$ cat src/common/router_config.svh
`ifndef ROUTER_CONFIG_SVH
`define ROUTER_CONFIG_SVH

// ######################################################################
// Router link widths
// ######################################################################

// Port count is tied to the one-hot arbiter state, so it stays at five
`define ROUTER_PORTS 5

// Bits per flit on every input and on the output link
`define FLIT_WIDTH 16

// Bits of the tenure length carried in a head flit
`define LEN_WIDTH 12

`endif

$ cat src/common/routerPkg.sv
`include "router_config.svh"

package routerPkg;

  // ######################################################################
  // Flit encoding
  // ######################################################################

  typedef enum logic [2:0]
  {
    headFlit = 3'd1,
    bodyFlit = 3'd2,
    tailFlit = 3'd4
  } flitKind;

  // Header view of a flit word with the length in the low bits
  typedef struct packed
  {
    logic [`FLIT_WIDTH-`LEN_WIDTH-1:0] reserved;
    logic [`LEN_WIDTH-1:0]             length;
  } flitHeader;

  // The flit kind selects which view applies
  typedef union packed
  {
    flitHeader               header;
    logic [`FLIT_WIDTH-1:0]  body;
  } flitWord;

  // ######################################################################
  // Ports and arbitration
  // ######################################################################

  typedef enum logic [2:0]
  {
    portL = 3'd0,
    portN = 3'd1,
    portE = 3'd2,
    portW = 3'd3,
    portS = 3'd4
  } portIndex;

  // One-hot state where bit 0 is idle and bit n+1 grants port n
  typedef enum logic [`ROUTER_PORTS:0]
  {
    arbIdle = 6'b000001,
    arbL    = 6'b000010,
    arbN    = 6'b000100,
    arbE    = 6'b001000,
    arbW    = 6'b010000,
    arbS    = 6'b100000
  } arbState;

endpackage

$ cat src/common/portReqIf.sv
`include "router_config.svh"

// One port's slot as seen by the arbiter and the output stage
interface portReqIf;

  logic                   req;
  logic                   full;
  routerPkg::flitKind     kind;
  logic [`LEN_WIDTH-1:0]  length;
  routerPkg::flitWord     flit;
  logic                   take;

  modport inStage
  (
    output req, full, kind, length, flit,
    input  take
  );

  modport arbiter
  (
    input req, full, kind, length
  );

  modport outStage
  (
    input  full, kind, flit,
    output take
  );

endinterface

$ cat src/verilog/inputStage.sv
`include "router_config.svh"

module inputStage
(
  input  logic               clk,
  input  logic               rst,
  input  logic               inValid,
  input  routerPkg::flitKind inKind,
  input  routerPkg::flitWord inFlit,
  output logic               busy,
  portReqIf.inStage          port
);

  logic                  slotFull;
  logic                  pktOpen;
  logic                  accept;
  routerPkg::flitKind    slotKind;
  routerPkg::flitWord    slotFlit;
  logic [`LEN_WIDTH-1:0] pktLength;

  // A flit offered while the slot is occupied is dropped
  assign accept = inValid && !slotFull;

  always_ff @(posedge clk)
  begin
    if (rst)
    begin
      slotFull <= 1'b0;
      pktOpen  <= 1'b0;
    end
    else
    begin
      if (accept)
        slotFull <= 1'b1;
      else if (port.take)
        slotFull <= 1'b0;

      if (accept && inKind == routerPkg::headFlit)
        pktOpen <= 1'b1;
      else if (port.take && slotKind == routerPkg::tailFlit)
        pktOpen <= 1'b0;
    end
  end

  always_ff @(posedge clk)
  begin
    if (accept)
    begin
      slotKind <= inKind;
      slotFlit <= inFlit;
    end
    // Length stays put until the next head flit
    if (accept && inKind == routerPkg::headFlit)
      pktLength <= inFlit.header.length;
  end

  assign busy        = slotFull;
  assign port.full   = slotFull;
  assign port.req    = slotFull || pktOpen;
  assign port.kind   = slotKind;
  assign port.flit   = slotFlit;
  assign port.length = pktLength;

endmodule

$ cat src/arbiter/tenureTimer.sv
`include "router_config.svh"

module tenureTimer
(
  input  logic                  clk,
  input  logic                  rst,
  input  logic                  load,
  input  logic [`LEN_WIDTH-1:0] length,
  input  logic                  run,
  output logic                  timesUp
);

  logic [`LEN_WIDTH-1:0] limit;
  logic [`LEN_WIDTH-1:0] count;

  always_ff @(posedge clk)
  begin
    if (rst)
    begin
      limit <= '0;
      count <= '0;
    end
    else
    begin
      if (load)
        limit <= length;
      // Count only the cycles the port keeps its grant
      count <= run ? count + 1'b1 : '0;
    end
  end

  assign timesUp = (count == limit);

endmodule

$ cat src/arbiter/switchArbiter.sv
`include "router_config.svh"

module switchArbiter
(
  input  logic                clk,
  input  logic                rst,
  portReqIf.arbiter           ports [`ROUTER_PORTS],
  output routerPkg::arbState  state
);

  logic [`ROUTER_PORTS-1:0] reqVec;
  logic [`ROUTER_PORTS-1:0] timesUp;
  logic [`ROUTER_PORTS-1:0] runVec;
  routerPkg::arbState       nextState;

  function automatic routerPkg::arbState portState(input int idx);
    return routerPkg::arbState'(6'b000010 << idx);
  endfunction

  // ######################################################################
  // Per-port request gathering and tenure timers
  // ######################################################################

  for (genvar i = 0; i < `ROUTER_PORTS; i++)
  begin : genPort
    logic load;

    assign reqVec[i] = ports[i].req;
    // Length is latched while a head flit waits in the slot
    assign load = ports[i].full && ports[i].kind == routerPkg::headFlit;

    tenureTimer timerInst
    (
      .clk     (clk),
      .rst     (rst),
      .load    (load),
      .length  (ports[i].length),
      .run     (runVec[i]),
      .timesUp (timesUp[i])
    );
  end

  // ######################################################################
  // Allocation state machine
  // ######################################################################

  always_ff @(posedge clk)
  begin
    if (rst)
      state <= routerPkg::arbIdle;
    else
      state <= nextState;
  end

  always_comb
  begin
    int cur;
    int idx;

    cur       = 0;
    idx       = 0;
    runVec    = '0;
    nextState = routerPkg::arbIdle;

    if (state == routerPkg::arbIdle)
    begin
      // Walk backwards so the lowest requesting port wins
      for (int i = `ROUTER_PORTS - 1; i >= 0; i--)
        if (reqVec[i])
          nextState = portState(i);
    end
    else
    begin
      for (int i = 0; i < `ROUTER_PORTS; i++)
        if (state[i+1])
          cur = i;

      if (reqVec[cur] && !timesUp[cur])
      begin
        runVec[cur] = 1'b1;
        nextState   = state;
      end
      else
      begin
        // Rotating order starts just after the current port and skips it
        for (int k = `ROUTER_PORTS - 1; k >= 1; k--)
        begin
          idx = (cur + k) % `ROUTER_PORTS;
          if (reqVec[idx])
            nextState = portState(idx);
        end
      end
    end
  end

endmodule

$ cat src/verilog/linkOutputStage.sv
`include "router_config.svh"

module linkOutputStage
(
  input  logic                clk,
  input  logic                rst,
  input  routerPkg::arbState  state,
  portReqIf.outStage          ports [`ROUTER_PORTS],
  output logic                outValid,
  output routerPkg::portIndex outPort,
  output routerPkg::flitKind  outKind,
  output routerPkg::flitWord  outFlit
);

  logic [`ROUTER_PORTS-1:0] takeVec;
  routerPkg::flitKind       kindArr [`ROUTER_PORTS];
  routerPkg::flitWord       flitArr [`ROUTER_PORTS];
  routerPkg::portIndex      selPort;

  for (genvar i = 0; i < `ROUTER_PORTS; i++)
  begin : genPort
    assign kindArr[i]    = ports[i].kind;
    assign flitArr[i]    = ports[i].flit;
    // Granted port with a flit waiting gives it up this cycle
    assign takeVec[i]    = state[i+1] && ports[i].full;
    assign ports[i].take = takeVec[i];
  end

  always_comb
  begin
    selPort = routerPkg::portL;
    for (int i = 0; i < `ROUTER_PORTS; i++)
      if (state[i+1])
        selPort = routerPkg::portIndex'(i);
  end

  always_ff @(posedge clk)
  begin
    if (rst)
      outValid <= 1'b0;
    else
      outValid <= |takeVec;
  end

  always_ff @(posedge clk)
  begin
    if (|takeVec)
    begin
      outPort <= selPort;
      outKind <= kindArr[selPort];
      outFlit <= flitArr[selPort];
    end
  end

endmodule

$ cat src/verilog/routerLinkTop.sv
`include "router_config.svh"

module routerLinkTop
(
  input  logic                      clk,
  input  logic                      rst,
  input  logic [`ROUTER_PORTS-1:0]  inValid,
  input  routerPkg::flitKind        inKind [`ROUTER_PORTS],
  input  routerPkg::flitWord        inFlit [`ROUTER_PORTS],
  output logic [`ROUTER_PORTS-1:0]  busy,
  output logic                      outValid,
  output routerPkg::portIndex       outPort,
  output routerPkg::flitKind        outKind,
  output routerPkg::flitWord        outFlit,
  output routerPkg::arbState        grant
);

  // ######################################################################
  // One input slot per port
  // ######################################################################

  portReqIf ports [`ROUTER_PORTS] ();

  for (genvar i = 0; i < `ROUTER_PORTS; i++)
  begin : genStage
    inputStage stageInst
    (
      .clk     (clk),
      .rst     (rst),
      .inValid (inValid[i]),
      .inKind  (inKind[i]),
      .inFlit  (inFlit[i]),
      .busy    (busy[i]),
      .port    (ports[i])
    );
  end

  // ######################################################################
  // Switch allocation and output link
  // ######################################################################

  switchArbiter arbiterInst
  (
    .clk   (clk),
    .rst   (rst),
    .ports (ports),
    .state (grant)
  );

  // The output stage follows the registered grant
  linkOutputStage outInst
  (
    .clk      (clk),
    .rst      (rst),
    .state    (grant),
    .ports    (ports),
    .outValid (outValid),
    .outPort  (outPort),
    .outKind  (outKind),
    .outFlit  (outFlit)
  );

endmodule

$ cat config.mk
export PLATFORM = sky130hd
export DESIGN_NAME = routerLinkTop
export DESIGN_NICKNAME = d
export VERILOG_FILES = /design/src/common/routerPkg.sv /design/src/common/portReqIf.sv /design/src/verilog/inputStage.sv /design/src/arbiter/tenureTimer.sv /design/src/arbiter/switchArbiter.sv /design/src/verilog/linkOutputStage.sv /design/src/verilog/routerLinkTop.sv
export VERILOG_INCLUDE_DIRS = /design/src /design/src/common
export SDC_FILE = /design/constraint.sdc
export NUM_CORES = 1
export LEC_CHECK = 0
export BUFFER_PORTS_ARGS = -buffer_cell sky130_fd_sc_hd__buf_2
export CAP_MARGIN = 15
export CORE_MARGIN = 3
export CORE_UTILIZATION = 30
export DETAILED_ROUTE_END_ITERATION = 7
export GPL_TIMING_DRIVEN = 0
export PLACE_DENSITY = 0.51
export SLEW_MARGIN = 5
export SYNTH_ARGS = -nofsm -noshare
export SYNTH_HDL_FRONTEND = slang
export SYNTH_SLANG_ARGS = --single-unit
$ cat constraint.sdc
create_clock -name clk -period 7.1 [get_ports clk]
set_input_delay 0.355 -clock clk [delete_from_list [all_inputs] [get_ports clk]]
set_output_delay 0.355 -clock clk [all_outputs]
set_load 0.1 [all_outputs]
==> results of run 1 <==
==> final timing paths <==
| path | cells after the start | end |
|---|---|---|
| worst min-delay path | 1 | genStage[4].stageInst.port.kind[2]$_DFFE_PP_ |
| worst max register to register | 17 | arbiterInst.state[0]$_SDFFE_PP1P_ |
| worst max-delay path | 17 | arbiterInst.state[0]$_SDFFE_PP1P_ |
| worst min register to register | 2 | arbiterInst.genPort[4].timerInst.limit[8]$_SDFFE_PP0P_ |
==> power groups by stage <==
stage,Clock (mW),Sequential [mW],Combinational (mW)
global route,1.91,2.14,1.84
detailed placement,0,2.17,1.70
floorplan,0,2.46,0.893
global placement,0,2.17,1.71
finish,1.79,2.13,1.72
CTS,1.83,2.13,1.72
==> flip-flops by register name, summed over array words and instances (netlist names), 5 cells and up <==
name	flops
arbiterInst.genPort.timerInst.count	60
arbiterInst.genPort.timerInst.limit	60
arbiterInst.state	6
genStage.stageInst.busy	5
genStage.stageInst.pktOpen	5
genStage.stageInst.port.flit	80
genStage.stageInst.port.kind	15
genStage.stageInst.port.length	60
outInst.outFlit	16
==> final cells by class <==
class / count / area [um^2]
clock inverter: 17 / 156
multi-input combinational: 770 / 4720
sequential: 314 / 8060
tap: 577 / 722
fill: 4294 / 26600
inverter: 21 / 81.3
clock buffer: 47 / 972
timing repair buffer: 167 / 998
buffer: 57 / 288
==> worst reg2reg max path: stages (launching register included) <==
cell and delay, ns:
sky130_fd_sc_hd__dfxtp_1 0.44, sky130_fd_sc_hd__buf_4 0.26, sky130_fd_sc_hd__buf_1 0.45, sky130_fd_sc_hd__clkbuf_1 0.46, sky130_fd_sc_hd__clkbuf_1 0.66, sky130_fd_sc_hd__nor2_1 0.25, sky130_fd_sc_hd__inv_1 0.14, sky130_fd_sc_hd__ha_1 0.20
sky130_fd_sc_hd__clkbuf_1 0.40, sky130_fd_sc_hd__inv_1 0.24, sky130_fd_sc_hd__ha_1 0.38, sky130_fd_sc_hd__nor3b_1 0.16, sky130_fd_sc_hd__o22ai_1 0.19, sky130_fd_sc_hd__nand2_1 0.10, sky130_fd_sc_hd__mux2i_2 0.39, sky130_fd_sc_hd__a21oi_1 0.22
sky130_fd_sc_hd__a2111oi_0 0.47, sky130_fd_sc_hd__nor2_1 0.11
==> logic make-up after synthesis <==
family          synth area share (%)
simple gates                    16.0
flops                           61.4
compound gates                  8.88
xor+xnor                        7.48
buf+inv                         2.81
mux                             2.39
fa+ha+maj                       1.05
other cells                   0.0286
==> metal layers <==
layer  global-route usage [%]  vias to the layer above
met5                        0                        -
met4                     4.14                        0
met3                     3.29                       59
met2                     27.7                      273
met1                     21.3                     4540
li1                         -                     4519
==> through the flow <==
stage                     utilization [%]  cells  hold WS (ns)
final                                37.6   1970        0.0220
after global routing                 37.6   1970       0.00112
after CTS                            37.5   1969       0.00155
after detailed placement             34.3   1879         0.462
after global placement               34.1   1874         0.457
after floorplan                         -   1162         0.435
==> cells in the final DEF, fill, tap and decap left out, drive strengths merged, types with 27 or more instances in the layout <==
master	Yosys	routed
nand3	40	40
nand2	174	174
buf	25	165
a21oi	86	86
xnor2	27	27
nor2	97	97
edfxtp	177	177
clkbuf	32	79
mux2i	31	31
o21ai	44	44
dlygate4sd3	0	27
xor2	85	85
dfxtp	137	137
==> what timing repair did <==
action | 4_1_cts | 5_1_grt
hold buffers | 26 | 1
setup endpoints to repair | 0 | 0
endpoints found under the hold margin | 33 | 2
==> PnR_summary.wiki, run 1 <==
{| class="wikitable"
! Metric !! Value
|-
| Switching power summed over all nets || 2.04 mW
|-
| Synth Net Count || 1,275
|-
| Count of state elements after synthesis || 314
|-
| WL met2 || 18.3 mm
|-
| Clock tree from TritonCTS || done
|-
| Worst R2R Setup Slack || 1.48 ns
|-
| Total number of vias || 9,391
|-
| Die width || 215 um
|-
| Dominant cell type by count on the critical path || sky130_fd_sc_hd__clkbuf_1
|-
| Core box area || 42,600 um^2
|-
| Clock root buffer || sky130_fd_sc_hd__clkbuf_16
|-
| Clock Skews || 0.0189 ns
|-
| Post-Route M1 WL || 16.7 mm
|-
| Pin slew with the least headroom to its limit || 1.00 ns
|-
| Leakage power figure || 6.06 nW
|-
| Total power divided by cell area || 353 nW/um^2
|-
| Dominant register cell in the synthesized netlist || sky130_fd_sc_hd__edfxtp_1
|-
| Routability congestion estimate || 0.890
|-
| Final sum of negative setup slack || 0 ns
|-
| Netlist Area Pre-Place || 13,100 um^2
|-
| Number of diodes || 0
|-
| H-Tree Level Count || 2
|-
| Distinct cells, synth || 73
|-
| Sequential share of power || 37.8%
|-
| Clock network latency to the later pin of the worst-skew pair || 0.53 ns
|-
| Post-synthesis async set-or-reset flop share || 0%
|-
| Count of port buffers added during placement || 135
|-
| Number of nets in the layout || 1,479
|-
| Internal power || 3.60 mW
|-
| Largest net degree at the start of global routing || 23
|-
| Final HPWL from detailed placement || 28.9 mm
|-
| Total number of placement rows || 75
|-
| Most common cell in the synthesized netlist || sky130_fd_sc_hd__edfxtp_1
|-
| Part of the power in combinational logic || 30.5%
|-
| Setup Fix Bufs, Post-CTS || 0
|-
| Sw frac || 36.2%
|-
| Data arrival time at the worst-slack endpoint || 6.02 ns
|-
| Number of primary I/O pins || 136
|-
| Largest delay share family, worst path || buffers and inverters
|-
| Post-layout instance area || 16,000 um^2
|-
| Routed length per instance || 19.4 um
|-
| Number of antenna violations at the first check in global routing || 1
|-
| Routed met3 length || 2.29 mm
|-
| Main area contributors after synthesis || sky130_fd_sc_hd__edfxtp_1 41%, sky130_fd_sc_hd__dfxtp_1 21%, sky130_fd_sc_hd__xor2_1 5.7%, sky130_fd_sc_hd__nand2_1 5.0%, sky130_fd_sc_hd__a21oi_1 3.3%
|-
| Cell types with the highest counts after synthesis || 177 x sky130_fd_sc_hd__edfxtp_1, 174 x sky130_fd_sc_hd__nand2_1, 137 x sky130_fd_sc_hd__dfxtp_1, 86 x sky130_fd_sc_hd__a21oi_1, 85 x sky130_fd_sc_hd__xor2_1
|-
| Via count of the first global-routing pass || 9,508
|-
| Worst Hold Class || input port to flop
|-
| Clock tree sinks || 314
|-
| Top fanout value on the critical path || 10
|-
| Die area || 46,300 um^2
|-
| VDD IR max || 0.000245 V
|-
| Total power || 5.64 mW
|-
| Highest signal layer in the routed design || met4
|-
| Max frequency || 178 MHz
|-
| Overall Global Routing Usage || 16.3%
|-
| Initial detailed-routing violation count || 652
|-
| Final critical path time including I/O delays and setup || 5.62 ns
|-
| Buf+Inv Stages, Crit Path || 7
|-
| Clock transition at the register clock pins on the worst setup and hold paths after CTS || 0.07 ns
|-
| Mean instance size in the synthesized netlist || 11.3 um^2
|-
| Vias per inst || 4.77
|-
| First element of the critical path || arbiterInst.state[5]$_SDFFE_PP0P_
|-
| Count of cells resized by post-cts repair || 0
|-
| Clock share of power || 31.7%
|-
| Slowest Stage Delay on Critical Path || 0.66 ns
|-
| Count of endpoints failing hold in the final timing report || 0
|-
| Wire length of the first global-routing pass || 57.5 mm
|-
| Worst Setup Slack, final || 1.48 ns
|-
| Critical path cell sequence || buf_4 > buf_1 > clkbuf_1 > clkbuf_1 > nor2_1 > inv_1 > ha_1 > clkbuf_1 > inv_1 > ha_1 > nor3b_1 > o22ai_1 > nand2_1 > mux2i_2 > a21oi_1 > a2111oi_0 > nor2_1
|-
| Part of the cycle the worst path needs || 79.1%
|-
| Nature of the critical path startpoint || flop
|-
| Cell with the largest stage delay on the worst path || sky130_fd_sc_hd__clkbuf_1
|-
| Area delta synth->final || 21.9%
|-
| Number of instances in the synthesized netlist || 1,162
|-
| Element type at the critical path end || flop
|-
| Start point of the worst min-delay path || inKind[2]
|-
| Max-capacitance violation count || 0
|-
| Required time at the worst-slack endpoint || 7.50 ns
|-
| Post-synth top area cell || sky130_fd_sc_hd__edfxtp_1
|-
| Fraction of final layout cells with drive strength greater than 1 || 18.8%
|-
| Proportion of netlist area held by the largest area contributor || 40.5%
|-
| Reg2Reg Launch Point || arbiterInst.state[5]$_SDFFE_PP0P_
|-
| Number of DRC violations after detailed routing || 0
|-
| Worst slew margin || 33.1%
|-
| TritonCTS buffer count || 35
|-
| Setup Viol. Count Final || 0
|-
| Count of antenna-violating nets left after detailed routing || 0
|-
| Max-slew violation count || 0
|-
| Warnings from Yosys || 0
|-
| Sequential fraction of the synthesis area || 61.4%
|-
| Placed Area || 14,600 um^2
|-
| Starting Density || 30.8%
|-
| Height of the chip || 215 um
|-
| Run status || completed
|-
| Worst Setup Slack post-DPL || 1.65 ns
|-
| Total congestion overflow || 0
|-
| Crit path kind || flop to flop
|-
| Setup repair after global routing missed its margin || false
|-
| Overall routed net length || 38.1 mm
|-
| DRT Pass-1 Iters || 5
|-
| Buffer levels on the longest clock path || 3
|-
| Count of flip-flops with a built-in enable after synthesis || 177
|}
Power figures use the tool's default switching activity.
==> run 2: changes to the inputs <==
ABC_AREA = 1   (was default)
clock period = 5.88 ns   (was 7.1 ns; I/O delays follow)
==> PnR_summary.wiki, run 2 <==
{| class="wikitable"
! Metric !! Value
|-
| Clock share of power || 31.6%
|-
| Wire length of the first global-routing pass || 57.5 mm
|-
| Sequential share of power || 37.8%
|-
| Buffer levels on the longest clock path || 3
|-
| Slowest Stage Delay on Critical Path || 0.54 ns
|-
| Cell types with the highest counts after synthesis || 288 x sky130_fd_sc_hd__nor2_1, 177 x sky130_fd_sc_hd__edfxtp_1, 154 x sky130_fd_sc_hd__nand2_1, 137 x sky130_fd_sc_hd__dfxtp_1, 124 x sky130_fd_sc_hd__o21ai_0
|-
| Max-capacitance violation count || 0
|-
| Number of antenna violations at the first check in global routing || 0
|-
| Initial detailed-routing violation count || 857
|-
| DRT Pass-1 Iters || 4
|-
| Largest register FFs || 80
|-
| Total area of multi-input combinational cells || 4330 um^2
|-
| Via count of the first global-routing pass || 9,704
|-
| Cell with the largest stage delay on the worst path || sky130_fd_sc_hd__dfxtp_1
|-
| Switching power summed over all nets || 2.59 mW
|-
| Post-synth top area cell || sky130_fd_sc_hd__edfxtp_1
|-
| Total power divided by cell area || 418 nW/um^2
|-
| Run status || completed
|-
| Max frequency || 223 MHz
|-
| Sw frac || 37.4%
|-
| Routed length per instance || 17.6 um
|-
| Fin cells || 2,196
|-
| Dominant cell type by count on the critical path || sky130_fd_sc_hd__nand2_1
|-
| Setup Fix Bufs, Post-CTS || 0
|-
| Final design utilization || 39.1%
|-
| Worst slew margin || 28.6%
|-
| Clock transition at the register clock pins on the worst setup and hold paths after CTS || 0.06 ns
|-
| Final sum of negative setup slack || 0 ns
|-
| Number of instances in the synthesized netlist || 1,317
|-
| Leakage power figure || 6.47 nW
|-
| Proportion of netlist area held by the largest area contributor || 41.0%
|-
| TritonCTS buffer count || 36
|-
| Synth Net Count || 1,430
|-
| Clock Skews || 0.0110 ns
|-
| Internal power || 4.33 mW
|-
| Filler cells || 4,202
|-
| Part of the power in combinational logic || 30.7%
|-
| Final HPWL from detailed placement || 29.1 mm
|-
| Distinct cells, synth || 40
|-
| Sequential fraction of the synthesis area || 62.2%
|-
| Number of stages on the worst hold path || 1
|-
| H-Tree Level Count || 2
|-
| Height of the chip || 214 um
|-
| Total number of placement rows || 75
|-
| Mean instance size in the synthesized netlist || 9.84 um^2
|-
| Fraction of final layout cells with drive strength greater than 1 || 15.3%
|-
| Count of port buffers added during placement || 135
|-
| Core box area || 42,300 um^2
|-
| Post-synthesis async set-or-reset flop share || 0%
|-
| VDD IR max || 0.000237 V
|-
| Clock root buffer || sky130_fd_sc_hd__clkbuf_16
|-
| Data arrival time at the worst-slack endpoint || 4.93 ns
|-
| Element type at the critical path end || flop
|-
| Count of flip-flops with a built-in enable after synthesis || 177
|-
| Depth of the worst register-to-register path || 20
|-
| Pin slew with the least headroom to its limit || 1.07 ns
|-
| Number of primary I/O pins || 136
|-
| Routability congestion estimate || 0.875
|-
| Starting Density || 30.6%
|-
| Worst Hold Class || input port to flop
|-
| Max-slew violation count || 0
|-
| Number of placed instances, taps included || 2,040
|-
| Buf+Inv Stages, Crit Path || 5
|-
| Number of diodes || 0
|-
| Warnings from Yosys || 0
|-
| Number of nets in the layout || 1,704
|-
| Required time at the worst-slack endpoint || 6.34 ns
|-
| Worst R2R Setup Slack || 1.40 ns
|-
| Netlist Area Pre-Place || 13,000 um^2
|-
| Crit path kind || flop to flop
|-
| Area used by sequential logic in the layout || 8060 um^2
|-
| Count of antenna-violating nets left after detailed routing || 0
|-
| Largest net degree at the start of global routing || 20
|-
| Nature of the critical path startpoint || flop
|-
| Main area contributors after synthesis || sky130_fd_sc_hd__edfxtp_1 41%, sky130_fd_sc_hd__dfxtp_1 21%, sky130_fd_sc_hd__nor2_1 8.3%, sky130_fd_sc_hd__o21ai_0 4.8%, sky130_fd_sc_hd__nand2_1 4.5%
|-
| Count of state elements after synthesis || 314
|-
| Overall routed net length || 38.7 mm
|-
| Die width || 214 um
|-
| Clock tree sinks || 314
|-
| Critical Path Stages || 20
|-
| Die area || 45,700 um^2
|-
| Part of the cycle the worst path needs || 76.1%
|-
| Top library cells by usage in the layout, fill and taps aside || 288 x sky130_fd_sc_hd__nor2_1, 177 x sky130_fd_sc_hd__edfxtp_1, 154 x sky130_fd_sc_hd__nand2_1
|-
| Dominant register cell in the synthesized netlist || sky130_fd_sc_hd__edfxtp_1
|-
| Most common cell in the synthesized netlist || sky130_fd_sc_hd__nor2_1
|-
| Total number of vias || 10.1k
|-
| Vias per inst || 4.61
|-
| Overall Global Routing Usage || 16.8%
|-
| Critical path cell sequence || nor2_1 > nor2_1 > inv_1 > clkbuf_1 > ha_1 > inv_1 > ha_1 > nand2_1 > nand2_1 > o21ai_0 > inv_1 > nand2_1 > inv_1 > nand2_1 > nand2_1 > o21ai_0 > nand2_1 > nand2_1 > nand3_1 > a21oi_1
|-
| Clock tree from TritonCTS || done
|-
| Area delta synth->final || 27.7%
|-
| Count of endpoints failing hold in the final timing report || 0
|-
| Final critical path time including I/O delays and setup || 4.48 ns
|-
| Largest delay share family, worst path || simple AND/OR/NAND/NOR gates
|-
| Number of DRC violations after detailed routing || 0
|-
| Setup repair after global routing missed its margin || false
|-
| Setup Viol. Count Final || 0
|-
| Total congestion overflow || 0
|-
| Top fanout value on the critical path || 11
|-
| Clock network latency to the later pin of the worst-skew pair || 0.54 ns
|-
| Commonest non-fill, non-tap cell in the layout || sky130_fd_sc_hd__nor2_1
|}
run 2: cell types whose count changed after synthesis, moves of 16 or more:
cell and delta:
sky130_fd_sc_hd__nor2_1 +213, sky130_fd_sc_hd__inv_1 +85, sky130_fd_sc_hd__o21ai_0 +83, sky130_fd_sc_hd__xor2_1 -53, sky130_fd_sc_hd__a21oi_1 -48, sky130_fd_sc_hd__mux2i_1 -30
sky130_fd_sc_hd__nand2_1 -20, sky130_fd_sc_hd__nor2_2 -19, sky130_fd_sc_hd__and3_1 -17, sky130_fd_sc_hd__nand3_1 +16
run 2: worst paths after layout:
path                                                             start                                                    to
setup reg to reg                     arbiterInst.state[4]$_SDFFE_PP0P_                     arbiterInst.state[4]$_SDFFE_PP0P_
setup / recovery                     arbiterInst.state[4]$_SDFFE_PP0P_                     arbiterInst.state[4]$_SDFFE_PP0P_
hold / removal                                               inKind[7]          genStage[2].stageInst.port.kind[1]$_DFFE_PP_
hold reg to reg   arbiterInst.genPort[3].timerInst.count[3]$_SDFF_PP0_  arbiterInst.genPort[3].timerInst.count[3]$_SDFF_PP0_
run 2: what timing repair did:
| action | CTS | global route |
|---|---|---|
| hold endpoints to repair | 146 | 1 |
| hold buffers | 89 | 1 |
| resized for setup | 0 | 0 |
run 2: through the flow:
step	hold WS (ns)	setup WS [ns]	power (mW)	instance area, um^2
finish	0.0263	1.40	6.91	16500
CTS	0.00422	1.44	6.97	16500
detailed placement	0.456	1.48	4.73	14500
floorplan	0.393	1.88	4.10	13000
global route	0.00644	1.01	7.26	16500
global placement	0.452	1.49	4.72	14400
run 2: cell type report:
cell class,count,area share [%]
Buffer,40,1.15
Inverter,111,2.52
Clock inverter,14,0.620
Clock buffer,52,6.38
Tap cell,577,4.36
Timing Repair Buffer,236,10.1
Multi-Input combinational cell,852,26.2
Sequential cell,314,48.7
run 2: routing by layer:
layer / track usage [%] / vias to the layer above / share of wire [%]
li1: - / 4972 / -
met1: 22.7 / 4822 / 45
met2: 28.3 / 275 / 48
met3: 2.55 / 56 / 4.8
met4: 4.63 / 0 / 2.3
met5: 0 / - / 0
run 2: worst register-to-register path: stages, from the launching register on:
cell and delay [ns]:
sky130_fd_sc_hd__dfxtp_1 0.54, sky130_fd_sc_hd__nor2_1 0.19, sky130_fd_sc_hd__nor2_1 0.54, sky130_fd_sc_hd__inv_1 0.32
sky130_fd_sc_hd__clkbuf_1 0.36, sky130_fd_sc_hd__ha_1 0.45, sky130_fd_sc_hd__inv_1 0.16, sky130_fd_sc_hd__ha_1 0.21
sky130_fd_sc_hd__nand2_1 0.13, sky130_fd_sc_hd__nand2_1 0.17, sky130_fd_sc_hd__o21ai_0 0.34, sky130_fd_sc_hd__inv_1 0.14
sky130_fd_sc_hd__nand2_1 0.10, sky130_fd_sc_hd__inv_1 0.07, sky130_fd_sc_hd__nand2_1 0.09, sky130_fd_sc_hd__nand2_1 0.10
sky130_fd_sc_hd__o21ai_0 0.17, sky130_fd_sc_hd__nand2_1 0.08, sky130_fd_sc_hd__nand2_1 0.07, sky130_fd_sc_hd__nand3_1 0.07
sky130_fd_sc_hd__a21oi_1 0.13
run 2: power groups by stage:
stage / Combinational (mW) / Clock (mW) / Sequential [mW]
global route: 2.31 / 2.33 / 2.63
detailed placement: 2.07 / 0 / 2.66
CTS: 2.12 / 2.24 / 2.62
global placement: 2.06 / 0 / 2.66
floorplan: 1.02 / 0 / 3.08
finish: 2.12 / 2.18 / 2.61
run 2: logic make-up after synthesis:
group           after synthesis  synth area share (%)
compound gates              198                  8.24
xor+xnor                     73                  4.94
fa+ha+maj                    11                  1.06
flops                       314                  62.2
other cells                   1                0.0289
buf+inv                     151                  4.68
simple gates                569                  18.8
